$ cat src/prefetch_pkg.sv
// prefetch package
// shared types for the instruction prefetch unit: address width,
// the buffered fetch entry and the fetch FSM state encoding
package prefetch_pkg;

  //////////////////////////////////////////////////////////////////////
  // widths and basic types
  //////////////////////////////////////////////////////////////////////

  // address and instruction data share one 32-bit width
  localparam int unsigned ADDR_W = 32;

  // one address or one instruction word
  typedef logic [ADDR_W-1:0] addr_t;

  // byte step between consecutive aligned words
  localparam addr_t WORD_INC = addr_t'(4);

  //////////////////////////////////////////////////////////////////////
  // fetch entry and FSM state
  //////////////////////////////////////////////////////////////////////

  // one buffered word, tagged with the address it was fetched from
  typedef struct packed {
    addr_t addr;
    addr_t data;
  } fetch_entry_t;

  // request protocol states
  // WAIT_ABORTED waits out a response that a branch made stale
  typedef enum logic [1:0] {
    IDLE,
    WAIT_GNT,
    WAIT_RVALID,
    WAIT_ABORTED
  } fetch_state_e;

  // clear the byte offset, only whole words are fetched
  function automatic addr_t word_align(addr_t addr);
    return {addr[ADDR_W-1:2], 2'b00};
  endfunction

endpackage
$ cat src/prefetch_buffer.sv
// instruction prefetch buffer
// fetches aligned words ahead of the core over a req/gnt/rvalid port
// and hands them out tagged with their addresses through valid/ready
module prefetch_buffer #(
  parameter int unsigned FIFO_DEPTH = 3
) (
  input  logic                clk_i,
  input  logic                rst_ni,
  // core side
  input  logic                req_i,
  input  logic                branch_i,
  input  prefetch_pkg::addr_t addr_i,
  input  logic                ready_i,
  output logic                valid_o,
  output prefetch_pkg::addr_t rdata_o,
  output prefetch_pkg::addr_t addr_o,
  // instruction memory side
  output logic                instr_req_o,
  input  logic                instr_gnt_i,
  output prefetch_pkg::addr_t instr_addr_o,
  input  prefetch_pkg::addr_t instr_rdata_i,
  input  logic                instr_rvalid_i,
  // status
  output logic                busy_o
);
  import prefetch_pkg::*;

  logic         addr_load;
  logic         push;
  logic         pop;
  logic         room;
  addr_t        next_addr;
  addr_t        held_addr;
  addr_t        resp_addr;
  fetch_entry_t push_entry;
  fetch_entry_t head;

  // response data tagged with the address it answers
  assign push_entry = '{addr: resp_addr, data: instr_rdata_i};

  // the core takes the head entry
  assign pop = valid_o & ready_i;

  assign addr_o  = head.addr;
  assign rdata_o = head.data;

  fetch_fsm u_fetch_fsm (
    .clk_i         (clk_i),
    .rst_ni        (rst_ni),
    .req_i         (req_i),
    .branch_i      (branch_i),
    .branch_addr_i (addr_i),
    .room_i        (room),
    .next_addr_i   (next_addr),
    .held_addr_i   (held_addr),
    .addr_load_o   (addr_load),
    .push_o        (push),
    .instr_req_o   (instr_req_o),
    .instr_addr_o  (instr_addr_o),
    .instr_gnt_i   (instr_gnt_i),
    .instr_rvalid_i(instr_rvalid_i),
    .busy_o        (busy_o)
  );

  fetch_addr_gen u_fetch_addr_gen (
    .clk_i      (clk_i),
    .rst_ni     (rst_ni),
    .load_i     (addr_load),
    .load_addr_i(instr_addr_o),
    .push_i     (push),
    .next_addr_o(next_addr),
    .held_addr_o(held_addr),
    .resp_addr_o(resp_addr)
  );

  // a branch empties the buffer in the strobe cycle
  fetch_fifo #(
    .FIFO_DEPTH(FIFO_DEPTH)
  ) u_fetch_fifo (
    .clk_i       (clk_i),
    .rst_ni      (rst_ni),
    .flush_i     (branch_i),
    .push_i      (push),
    .push_entry_i(push_entry),
    .pop_i       (pop),
    .valid_o     (valid_o),
    .head_o      (head),
    .room_o      (room)
  );

endmodule

$ cat src/fetch_fsm.sv
// instruction fetch FSM
// drives the req/gnt phase of the instruction memory port, tracks the
// rvalid phase and drops a response that a branch has made stale
module fetch_fsm (
  input  logic                clk_i,
  input  logic                rst_ni,
  // core side control
  input  logic                req_i,
  input  logic                branch_i,
  input  prefetch_pkg::addr_t branch_addr_i,
  // fifo can take the response of one more request
  input  logic                room_i,
  // address generator
  input  prefetch_pkg::addr_t next_addr_i,
  input  prefetch_pkg::addr_t held_addr_i,
  output logic                addr_load_o,
  // write the current response into the fifo
  output logic                push_o,
  // instruction memory port
  output logic                instr_req_o,
  output prefetch_pkg::addr_t instr_addr_o,
  input  logic                instr_gnt_i,
  input  logic                instr_rvalid_i,
  // fetch activity
  output logic                busy_o
);
  import prefetch_pkg::*;

  fetch_state_e state_q;
  fetch_state_e state_d;
  fetch_state_e issue_state;
  addr_t        branch_tgt;
  logic         fetch_ok;

  // branch targets are fetched from their word boundary
  assign branch_tgt = word_align(branch_addr_i);

  // a branch flushes the fifo and so always brings room with it
  assign fetch_ok = req_i & (room_i | branch_i);

  // where a request goes once it is on the bus
  assign issue_state = instr_gnt_i ? WAIT_RVALID : WAIT_GNT;

  //////////////////////////////////////////////////////////////////////
  // next state and request decode
  //////////////////////////////////////////////////////////////////////

  always_comb begin
    state_d      = state_q;
    instr_req_o  = 1'b0;
    instr_addr_o = branch_i ? branch_tgt : next_addr_i;
    addr_load_o  = 1'b0;
    push_o       = 1'b0;

    case (state_q)
      // with nothing outstanding start a fetch when asked and there is space
      IDLE: begin
        if (fetch_ok) begin
          instr_req_o = 1'b1;
          addr_load_o = 1'b1;
          state_d     = issue_state;
        end
      end

      // keep the request on the bus until it is granted
      WAIT_GNT: begin
        instr_req_o  = 1'b1;
        instr_addr_o = branch_i ? branch_tgt : held_addr_i;
        // a branch swaps the pending address before the grant
        addr_load_o  = branch_i;
        state_d      = issue_state;
      end

      // granted and waiting for the data
      WAIT_RVALID: begin
        if (instr_rvalid_i) begin
          // response arriving with a branch belongs to the old stream
          push_o = ~branch_i;
          // back to back fetch in the same cycle as the data
          if (fetch_ok) begin
            instr_req_o = 1'b1;
            addr_load_o = 1'b1;
            state_d     = issue_state;
          end else begin
            state_d = IDLE;
          end
        end else if (branch_i) begin
          // remember the target while the stale response is still due
          addr_load_o = 1'b1;
          state_d     = WAIT_ABORTED;
        end
      end

      // the target waits in the generator while the stale response is in flight
      WAIT_ABORTED: begin
        instr_addr_o = branch_i ? branch_tgt : held_addr_i;
        addr_load_o  = branch_i;
        if (instr_rvalid_i) begin
          // data is dropped here and the redirected request goes out
          if (req_i) begin
            instr_req_o = 1'b1;
            state_d     = issue_state;
          end else begin
            state_d = IDLE;
          end
        end
      end

      default: begin
        state_d = IDLE;
      end
    endcase
  end

  // busy while a request is pending, granted or being issued
  assign busy_o = (state_q != IDLE) | instr_req_o;

  //////////////////////////////////////////////////////////////////////
  // state register
  //////////////////////////////////////////////////////////////////////

  always_ff @(posedge clk_i or negedge rst_ni) begin
    if (!rst_ni) begin
      state_q <= IDLE;
    end else begin
      state_q <= state_d;
    end
  end

  // an ungranted request stays up with its address unless a branch redirects it
  addr_hold_a : assert property (
    @(posedge clk_i) disable iff (!rst_ni)
    instr_req_o && !instr_gnt_i |=>
      instr_req_o && (branch_i || instr_addr_o == $past(instr_addr_o))
  );

  // responses only arrive in the states that wait for one
  push_state_a : assert property (
    @(posedge clk_i) disable iff (!rst_ni)
    instr_rvalid_i |-> state_q == WAIT_RVALID || state_q == WAIT_ABORTED
  );

endmodule

$ cat src/fetch_fifo.sv
// fetch fifo
// circular buffer of address/data entries between the memory port and
// the core, flushed in one cycle on a branch; room_o keeps one slot
// free for the response of an outstanding request
module fetch_fifo #(
  parameter int unsigned FIFO_DEPTH = 3
) (
  input  logic                       clk_i,
  input  logic                       rst_ni,
  // drop every stored entry
  input  logic                       flush_i,
  // write side
  input  logic                       push_i,
  input  prefetch_pkg::fetch_entry_t push_entry_i,
  // read side
  input  logic                       pop_i,
  output logic                       valid_o,
  output prefetch_pkg::fetch_entry_t head_o,
  // space left for one more request and its response
  output logic                       room_o
);
  import prefetch_pkg::*;

  localparam int unsigned PTR_W = $clog2(FIFO_DEPTH);
  localparam int unsigned CNT_W = $clog2(FIFO_DEPTH + 1);

  localparam logic [PTR_W-1:0] PTR_LAST = PTR_W'(FIFO_DEPTH - 1);
  localparam logic [CNT_W-1:0] CNT_FULL = CNT_W'(FIFO_DEPTH);
  localparam logic [CNT_W-1:0] CNT_ROOM = CNT_W'(FIFO_DEPTH - 2);

  fetch_entry_t     mem_q [FIFO_DEPTH];
  logic [PTR_W-1:0] wr_ptr_q;
  logic [PTR_W-1:0] rd_ptr_q;
  logic [CNT_W-1:0] cnt_q;
  logic             push_en;
  logic             pop_en;
  logic             full;

  // wrap at the last entry, depth need not be a power of two
  function automatic logic [PTR_W-1:0] ptr_inc(logic [PTR_W-1:0] ptr);
    return (ptr == PTR_LAST) ? '0 : ptr + 1'b1;
  endfunction

  // flush overrides both sides
  assign push_en = push_i & ~flush_i;
  assign pop_en  = pop_i & ~flush_i;

  //////////////////////////////////////////////////////////////////////
  // storage
  //////////////////////////////////////////////////////////////////////

  always_ff @(posedge clk_i) begin
    if (push_en) begin
      mem_q[wr_ptr_q] <= push_entry_i;
    end
  end

  //////////////////////////////////////////////////////////////////////
  // pointers and occupancy
  //////////////////////////////////////////////////////////////////////

  always_ff @(posedge clk_i or negedge rst_ni) begin
    if (!rst_ni) begin
      wr_ptr_q <= '0;
      rd_ptr_q <= '0;
      cnt_q    <= '0;
    end else if (flush_i) begin
      wr_ptr_q <= '0;
      rd_ptr_q <= '0;
      cnt_q    <= '0;
    end else begin
      if (push_en) begin
        wr_ptr_q <= ptr_inc(wr_ptr_q);
      end
      if (pop_en) begin
        rd_ptr_q <= ptr_inc(rd_ptr_q);
      end
      // simultaneous push and pop leave the count alone
      case ({push_en, pop_en})
        2'b10:   cnt_q <= cnt_q + 1'b1;
        2'b01:   cnt_q <= cnt_q - 1'b1;
        default: cnt_q <= cnt_q;
      endcase
    end
  end

  // registered head, no fall-through from the write side
  assign head_o  = mem_q[rd_ptr_q];
  assign valid_o = (cnt_q != '0);
  assign full    = (cnt_q == CNT_FULL);

  // one slot for a new request on top of the one possibly in flight
  assign room_o = (cnt_q <= CNT_ROOM);

  // the room reservation in front of the FSM keeps responses from overflowing
  no_push_full_a : assert property (
    @(posedge clk_i) disable iff (!rst_ni)
    push_i |-> flush_i || !full
  );

  // the core only takes entries that are presented
  no_pop_empty_a : assert property (
    @(posedge clk_i) disable iff (!rst_ni)
    pop_i |-> valid_o
  );

endmodule

$ cat src/fetch_addr_gen.sv
// fetch address generator
// holds the last issued word address and the address of the response
// expected next, which tags every word written to the fifo
module fetch_addr_gen (
  input  logic                clk_i,
  input  logic                rst_ni,
  // a new request address was put on the bus
  input  logic                load_i,
  input  prefetch_pkg::addr_t load_addr_i,
  // the expected response was written to the fifo
  input  logic                push_i,
  output prefetch_pkg::addr_t next_addr_o,
  output prefetch_pkg::addr_t held_addr_o,
  output prefetch_pkg::addr_t resp_addr_o
);
  import prefetch_pkg::*;

  addr_t held_q;
  addr_t resp_q;

  // issued address that is re-driven while waiting for a grant or an abort
  always_ff @(posedge clk_i or negedge rst_ni) begin
    if (!rst_ni) begin
      held_q <= '0;
    end else if (load_i) begin
      held_q <= word_align(load_addr_i);
    end
  end

  // response address
  // a load in the push cycle wins while the push still sees the old tag
  // after a push into IDLE it runs one word ahead of held_q
  always_ff @(posedge clk_i or negedge rst_ni) begin
    if (!rst_ni) begin
      resp_q <= '0;
    end else if (load_i) begin
      resp_q <= word_align(load_addr_i);
    end else if (push_i) begin
      resp_q <= resp_q + WORD_INC;
    end
  end

  // sequential successor of the issued word
  assign next_addr_o = held_q + WORD_INC;
  assign held_addr_o = held_q;
  assign resp_addr_o = resp_q;

  // the bus only ever sees whole words
  load_aligned_a : assert property (
    @(posedge clk_i) disable iff (!rst_ni)
    load_i |-> load_addr_i[1:0] == 2'b00
  );

endmodule

$ cat config.mk
export PLATFORM = sky130hd
export DESIGN_NAME = prefetch_buffer
export DESIGN_NICKNAME = d
export VERILOG_FILES = /design/src/prefetch_pkg.sv /design/src/prefetch_buffer.sv /design/src/fetch_fsm.sv /design/src/fetch_fifo.sv /design/src/fetch_addr_gen.sv
export SDC_FILE = /design/constraint.sdc
export NUM_CORES = 1
export LEC_CHECK = 0
export BUFFER_PORTS_ARGS = -buffer_cell sky130_fd_sc_hd__buf_2
export CAP_MARGIN = 0
export CORE_ASPECT_RATIO = 1.4
export CORE_MARGIN = 3
export CORE_UTILIZATION = 57
export DETAILED_ROUTE_END_ITERATION = 8
export PLACE_DENSITY = 0.85
export SLEW_MARGIN = 20
export SYNTH_ARGS = -nofsm -noshare
export SYNTH_HDL_FRONTEND = slang
export SYNTH_HIERARCHICAL = 1
export SYNTH_SLANG_ARGS = --single-unit
$ cat constraint.sdc
create_clock -name clk_i -period 9.9 [get_ports clk_i]
set_input_delay 2.97 -clock clk_i [delete_from_list [all_inputs] [get_ports clk_i]]
set_output_delay 2.97 -clock clk_i [all_outputs]
set_load 0.02 [all_outputs]
### Word-level counts from Yosys, hierarchy flattened

Memory sizes are Yosys's and may differ from the RTL's.
Index checks and enable logic that the tools add are counted.

* eq/ne operators: 10
* shifts and indexed selects: 0
* $mul: 0
* reduce and logical (&&, ||, !) cells: 9
* bitwise gates (word level): 7
* div/mod/pow operators: 0
* muxes and demuxes: 33
* $add $sub $neg: 6
* magnitude comparators: 1

Operators with widths (count)
* 32-bit two-way mux: 5
* 32-bit by 3-bit adder with 32-bit output, second input constant: 2
* 2-bit two-way mux: 14
* 2-bit equality test, second input constant: 5
* 1-bit two-way mux: 10
* 2-bit nonzero test: 5
* 2-bit one-hot mux with 4 select lines: 1
* 2-bit by 1-bit adder with 2-bit output, second input constant: 3
* 1-bit AND: 4
* 2-bit by 1-bit equality test with 1-bit output, second input constant: 2
* 1-bit one-hot mux with 4 select lines: 1
* 2-bit one-hot mux with 2 select lines: 1
* 3-bit inequality test, second input constant: 1
* 1-bit one-hot mux with 3 select lines: 1
* 3-bit AND reduction: 1
* 3-bit nonzero test: 1
* 2-bit by 1-bit less-or-equal comparator with 1-bit output, second input constant: 1
* 2-bit zero test: 1
* 2-bit by 1-bit inequality test with 1-bit output, second input constant: 1
* 2-bit inequality test, second input constant: 1
* 1-bit OR: 2
* 2-bit OR reduction: 1
* 2-bit by 1-bit subtractor with 2-bit output, second input constant: 1
* 1-bit inverter: 1

* logic and storage cells: 73
* memory bits (writable): 192
* memories kept: 1
* ROM bits: 0
* latch bits: 0
* flip-flop bits (word level): 70
* input port bits: 71

Memory list
* u_fetch_fifo.mem_q: words 3, bits a word 64, read ports 1, clocked after memory_dff 0, wr ports 1, line fetch_fifo.sv:31 `fetch_entry_t mem_q [FIFO_DEPTH];`

### Logic depth before layout (Yosys ltp)

* depth in word-level cells: 7
* depth in mapped cells: 10
* depth with buffers taken out: 9

### Cells and area by module

The synthesis kept the hierarchy.

Modules (own cells, without submodules)
* fetch_fifo: times used 1, sequential area each 5915.7 um2, area each 7512.2 um2, cells an instance 444
* fetch_addr_gen: times used 1, sequential area each 1501.4 um2, area each 3370.7 um2, cells an instance 368
* fetch_fsm: times used 1, sequential area each 50.0 um2, area each 810.8 um2, cells an instance 124
* prefetch_buffer: times used 1, sequential area each 0.0 um2, area each 6.3 um2, cells an instance 1

### Least setup slack after synthesis

No wires, ideal clock.

* path type: in2reg
* start: in branch_i
* end: mem u_fetch_fifo/mem_q[0][0] (netlist bit), enable pin
* slack: -1580 ps
* path buffers: 3
* cell stages on the path: 5
* data arrival time: 10813 ps
* cells stage by stage: buf_2 -> clkbuf_1 -> nor3_1 -> buf_2 -> nor4b_1

* cells in the longest elaborated chain, start to end: 6

Ends and longest elaborated chain
* start: declaration: line prefetch_buffer.sv:11 `input logic branch_i,`
* 1-bit inverter: line fetch_fsm.sv:78 `push_o = ~branch_i;`
* 1-bit two-way mux: line fetch_fsm.sv:76 `if (instr_rvalid_i) begin`
* 1-bit two-way mux: line fetch_fsm.sv:55 `case (state_q)`
* via push: line prefetch_buffer.sv:29 `logic push;`
* 1-bit AND: line fetch_fifo.sv:45 `assign push_en = push_i & ~flush_i;`
* 1-bit two-way mux: line fetch_fifo.sv:53 `if (push_en) begin`
* 1-bit two-way mux (implied by the code): line fetch_fifo.sv:54 `mem_q[wr_ptr_q] <= push_entry_i;`
* end: declaration: line fetch_fifo.sv:31

The timed path passes the listed nets, and every way through them passes these cells.

### Worst setup path after layout

* start: in branch_i
* end: out instr_req_o

* cells in the longest elaborated chain, start to end: 5

Ends and longest elaborated chain
* 1-bit OR *: line fetch_fsm.sv:39 `assign fetch_ok = req_i & (room_i | branch_i);`
* 1-bit AND *: line fetch_fsm.sv:39
* 1-bit two-way mux *: line fetch_fsm.sv:58, fetch_fsm.sv:80
* 1-bit two-way mux: line fetch_fsm.sv:76
* 1-bit one-hot mux with 4 select lines *: line fetch_fsm.sv:55
* end: declaration: line prefetch_buffer.sv:18 `output logic instr_req_o,`

Every way passes the cells marked *; elsewhere a longest branch is shown, timed or not.

==> metrics.cfg <==
[routing]
wl_mm=24.04
drc=0
avgViaCountPerCell=5.758
vias=7790
drtIter0Drc=612
wl_per_cell_um=17.77
first_pass_iters=5
ant_nets=0

[worst_setup_path]
endpoint_kind=output port
cp_max_fo=75
critPathArrivalTime_ns=4.13
critPathRequiredTime_ns=6.93
crit_chain=buf_4, o21a_1, nor2_1, a21oi_1, buf_2
critPathBufInv=2
r2r_slack_ns=6.79
r2r_cells=5
critPathMaxStageDelay_ns=0.54
critPathLaunch=branch_i
cp_slowest_cell=buf_4
critPathTopFamily=buffers and inverters
start_kind=input pin
critPathKind=in -> out
r2r_start=u_fetch_fsm/state_q[0]
r2r_end=u_fetch_addr_gen/resp_addr_o[21]

[clock_tree]
cts_tree=built
htree_levels=1
cts_hold_buf=0
post_cts_buffers=0
cts_max_path_buffers=3
cts.sinks=260
cts_buffers=24
clkSlewWorstSetupHoldPaths_ns=0.07
cts_root_buffer=clkbuf_16
cts_resized=0
insertion_delay_ns=0.51

[min_path]
min-delay-start=u_fetch_addr_gen/held_addr_o[31]
min_path_cells=1
worst_hold_path.endpoint=u_fetch_addr_gen/held_addr_o[31]
holdCritPathClass=reg -> reg

[logic_synthesis]
ys_top_cells_by_count=edfxtp_1 (192), nand2_1 (132), o21ai_0 (100)
synthCells=937
syn_area_per_cell_um2=12.49
synth_edf_count=192
netlist_area_mm2=0.01170
synth_area_leaders=edfxtp_1 (49%), dfrtp_1 (15%), mux2i_1 (8.4%)
synth_area_leader_cell=edfxtp_1
yosysMostFrequentCell=edfxtp_1
ys_types=49
synth_warnings=6
ys_seq_elements=260
ys_async_sr_fraction_pct=26.15
ys.flop_type=edfxtp_1
ys_seq_area_share_pct=63.82
synth.top_cell.area_share_pct=49.28

[place]
hpwl_mm=15.53
portBuffers=165
dp.cells=1308
place_congestion=0.8328

[global_routing]
antenna_found_initial=0
grt_start_max_net_pins=89
track_usage_pct=21.17
gr-total-overflow=0
grt_pass1_wl_mm=38.23
grt_pass1_vias=7590

[power_and_ir_drop]
power_frac_clock_pct=29.1
p_int_mw=2.212
ir_drop_mv=0.1392
cellPowerDensity_mw_per_mm2=242.9
combinationalPowerShare_pct=23.9
p_sw_share_pct=32.26
power_mw=3.265
power.switching_mw=1.053
p_leak_nw=4.880
pwr-share-seq_pct=47.0

[cells_and_area]
layout.nets=1158
layout-drive-gt1-share_pct=21.62
fill_cells=1460
diodes=0
finalNonFillerCells=1353
area_growth_pct=14.89

[floorplan]
pin_count=170
die_area_mm2=0.02231
die_h_um=175.5
die_w_um=127.1
core_area_mm2=0.02000
rows=61
start_util_pct=58.51

[status]
status=completed

[timing]
rsz0062_at_grt=false
fin_crit_sh_pct=71.75
tightest_slew_ns=1.055
hold_ws_ns=0.5572
hold_viol_final=0
drv_slew=0
fmax_mhz=140.8
setup_viol=0
finalCriticalPeriod_ns=7.104
clock_skew_ns=0.01558
slew_headroom_pct=29.67

[flow_run]
drv_cap=0

## power groups by stage
stage	logic (mW)	clock network, mW	registers (mW)
after floorplan	0.629	0	1.47
after global placement	0.755	0	1.54
after detailed placement	0.774	0	1.56
after CTS	0.782	0.967	1.53
after global routing	0.849	1.02	1.56
final	0.779	0.950	1.54
## state kept, by name, summed over array words and instances (netlist names)
| name | flops |
|---|---|
| u_fetch_addr_gen/held_addr_o | 30 |
| u_fetch_addr_gen/resp_addr_o | 30 |
| u_fetch_fifo/cnt_q | 2 |
| u_fetch_fifo/mem_q | 192 |
| u_fetch_fifo/rd_ptr_q | 2 |
| u_fetch_fifo/wr_ptr_q | 2 |
| u_fetch_fsm/state_q | 2 |
## cell families after synthesis
logic type | count (synthesis) | synth area share (%)
flops | 260 | 63.82
simple gates | 264 | 10.96
xor+xnor | 41 | 3.069
compound gates | 169 | 7.903
mux | 110 | 9.539
buf+inv | 88 | 4.246
other cells | 1 | 0.03205
fa+ha+maj | 4 | 0.4278
## metal layers
layer | vias to the layer above | global-route usage [%] | wire [um]
met1 | 3746 | 27.27 | 9683
met5 | - | 0 | 0
met4 | 0 | 7.021 | 675
li1 | 3722 | - | -
met2 | 270 | 37.41 | 12390
met3 | 52 | 2.403 | 1293
## layout make-up
cell class	count	area (um^2)	area share, %
clock inverters	19	200.2	1.489
repair buffers	176	917.1	6.823
flip-flops and latches	260	7476	55.62
well taps	252	315.3	2.346
inverters	27	101.3	0.7540
multi-input cells	594	3806	28.32
clock buffers	25	625.6	4.654
## worst max path at each step
| stage | end | cells past startpoint |
|---|---|---|
| after detailed placement | instr_addr_o[16] | 3 |
| final | instr_req_o | 5 |
| after global placement | instr_addr_o[2] | 3 |
| after floorplan | u_fetch_fifo/mem_q[2][0] | 5 |
| after global routing | instr_req_o | 5 |
| after CTS | instr_addr_o[23] | 3 |
## stage by stage
stage | TNS, ns | utilization [%] | setup WS, ns | area [um^2]
3_5_place_dp | 0 | 63.01 | 2.343 | 12600
5_1_grt | 0 | 67.22 | 2.626 | 13440
2_1_floorplan | -128.22 | - | -1.002 | 11730
4_1_cts | 0 | 67.14 | 2.332 | 13430
3_3_place_gp | 0 | 63.01 | 2.443 | 12600
6_report | 0 | 67.22 | 2.796 | 13440
## placed cells by master (no fill, tap or decap), types with 6 or more instances in the layout
master       n
clkbuf_16   25
clkinv_2     6
nand4_1     18
xor2_1      10
o21ai_1     30
mux2_2      12
nor2_1      28
clkinv_1     6
and3_1       7
buf_2      164
or4_1       11
a31oi_1     13
and4_1       7
o31ai_1     10
buf_4       11
o21ai_0    100
mux2i_1     98
nand3_1     23
nor3_1       6
dfrtp_1     65
inv_1       27
nor4_1       6
xnor2_1     31
edfxtp_1   192
nand2_1    132
conb_1       6
(Power assumes the default switching activity.)
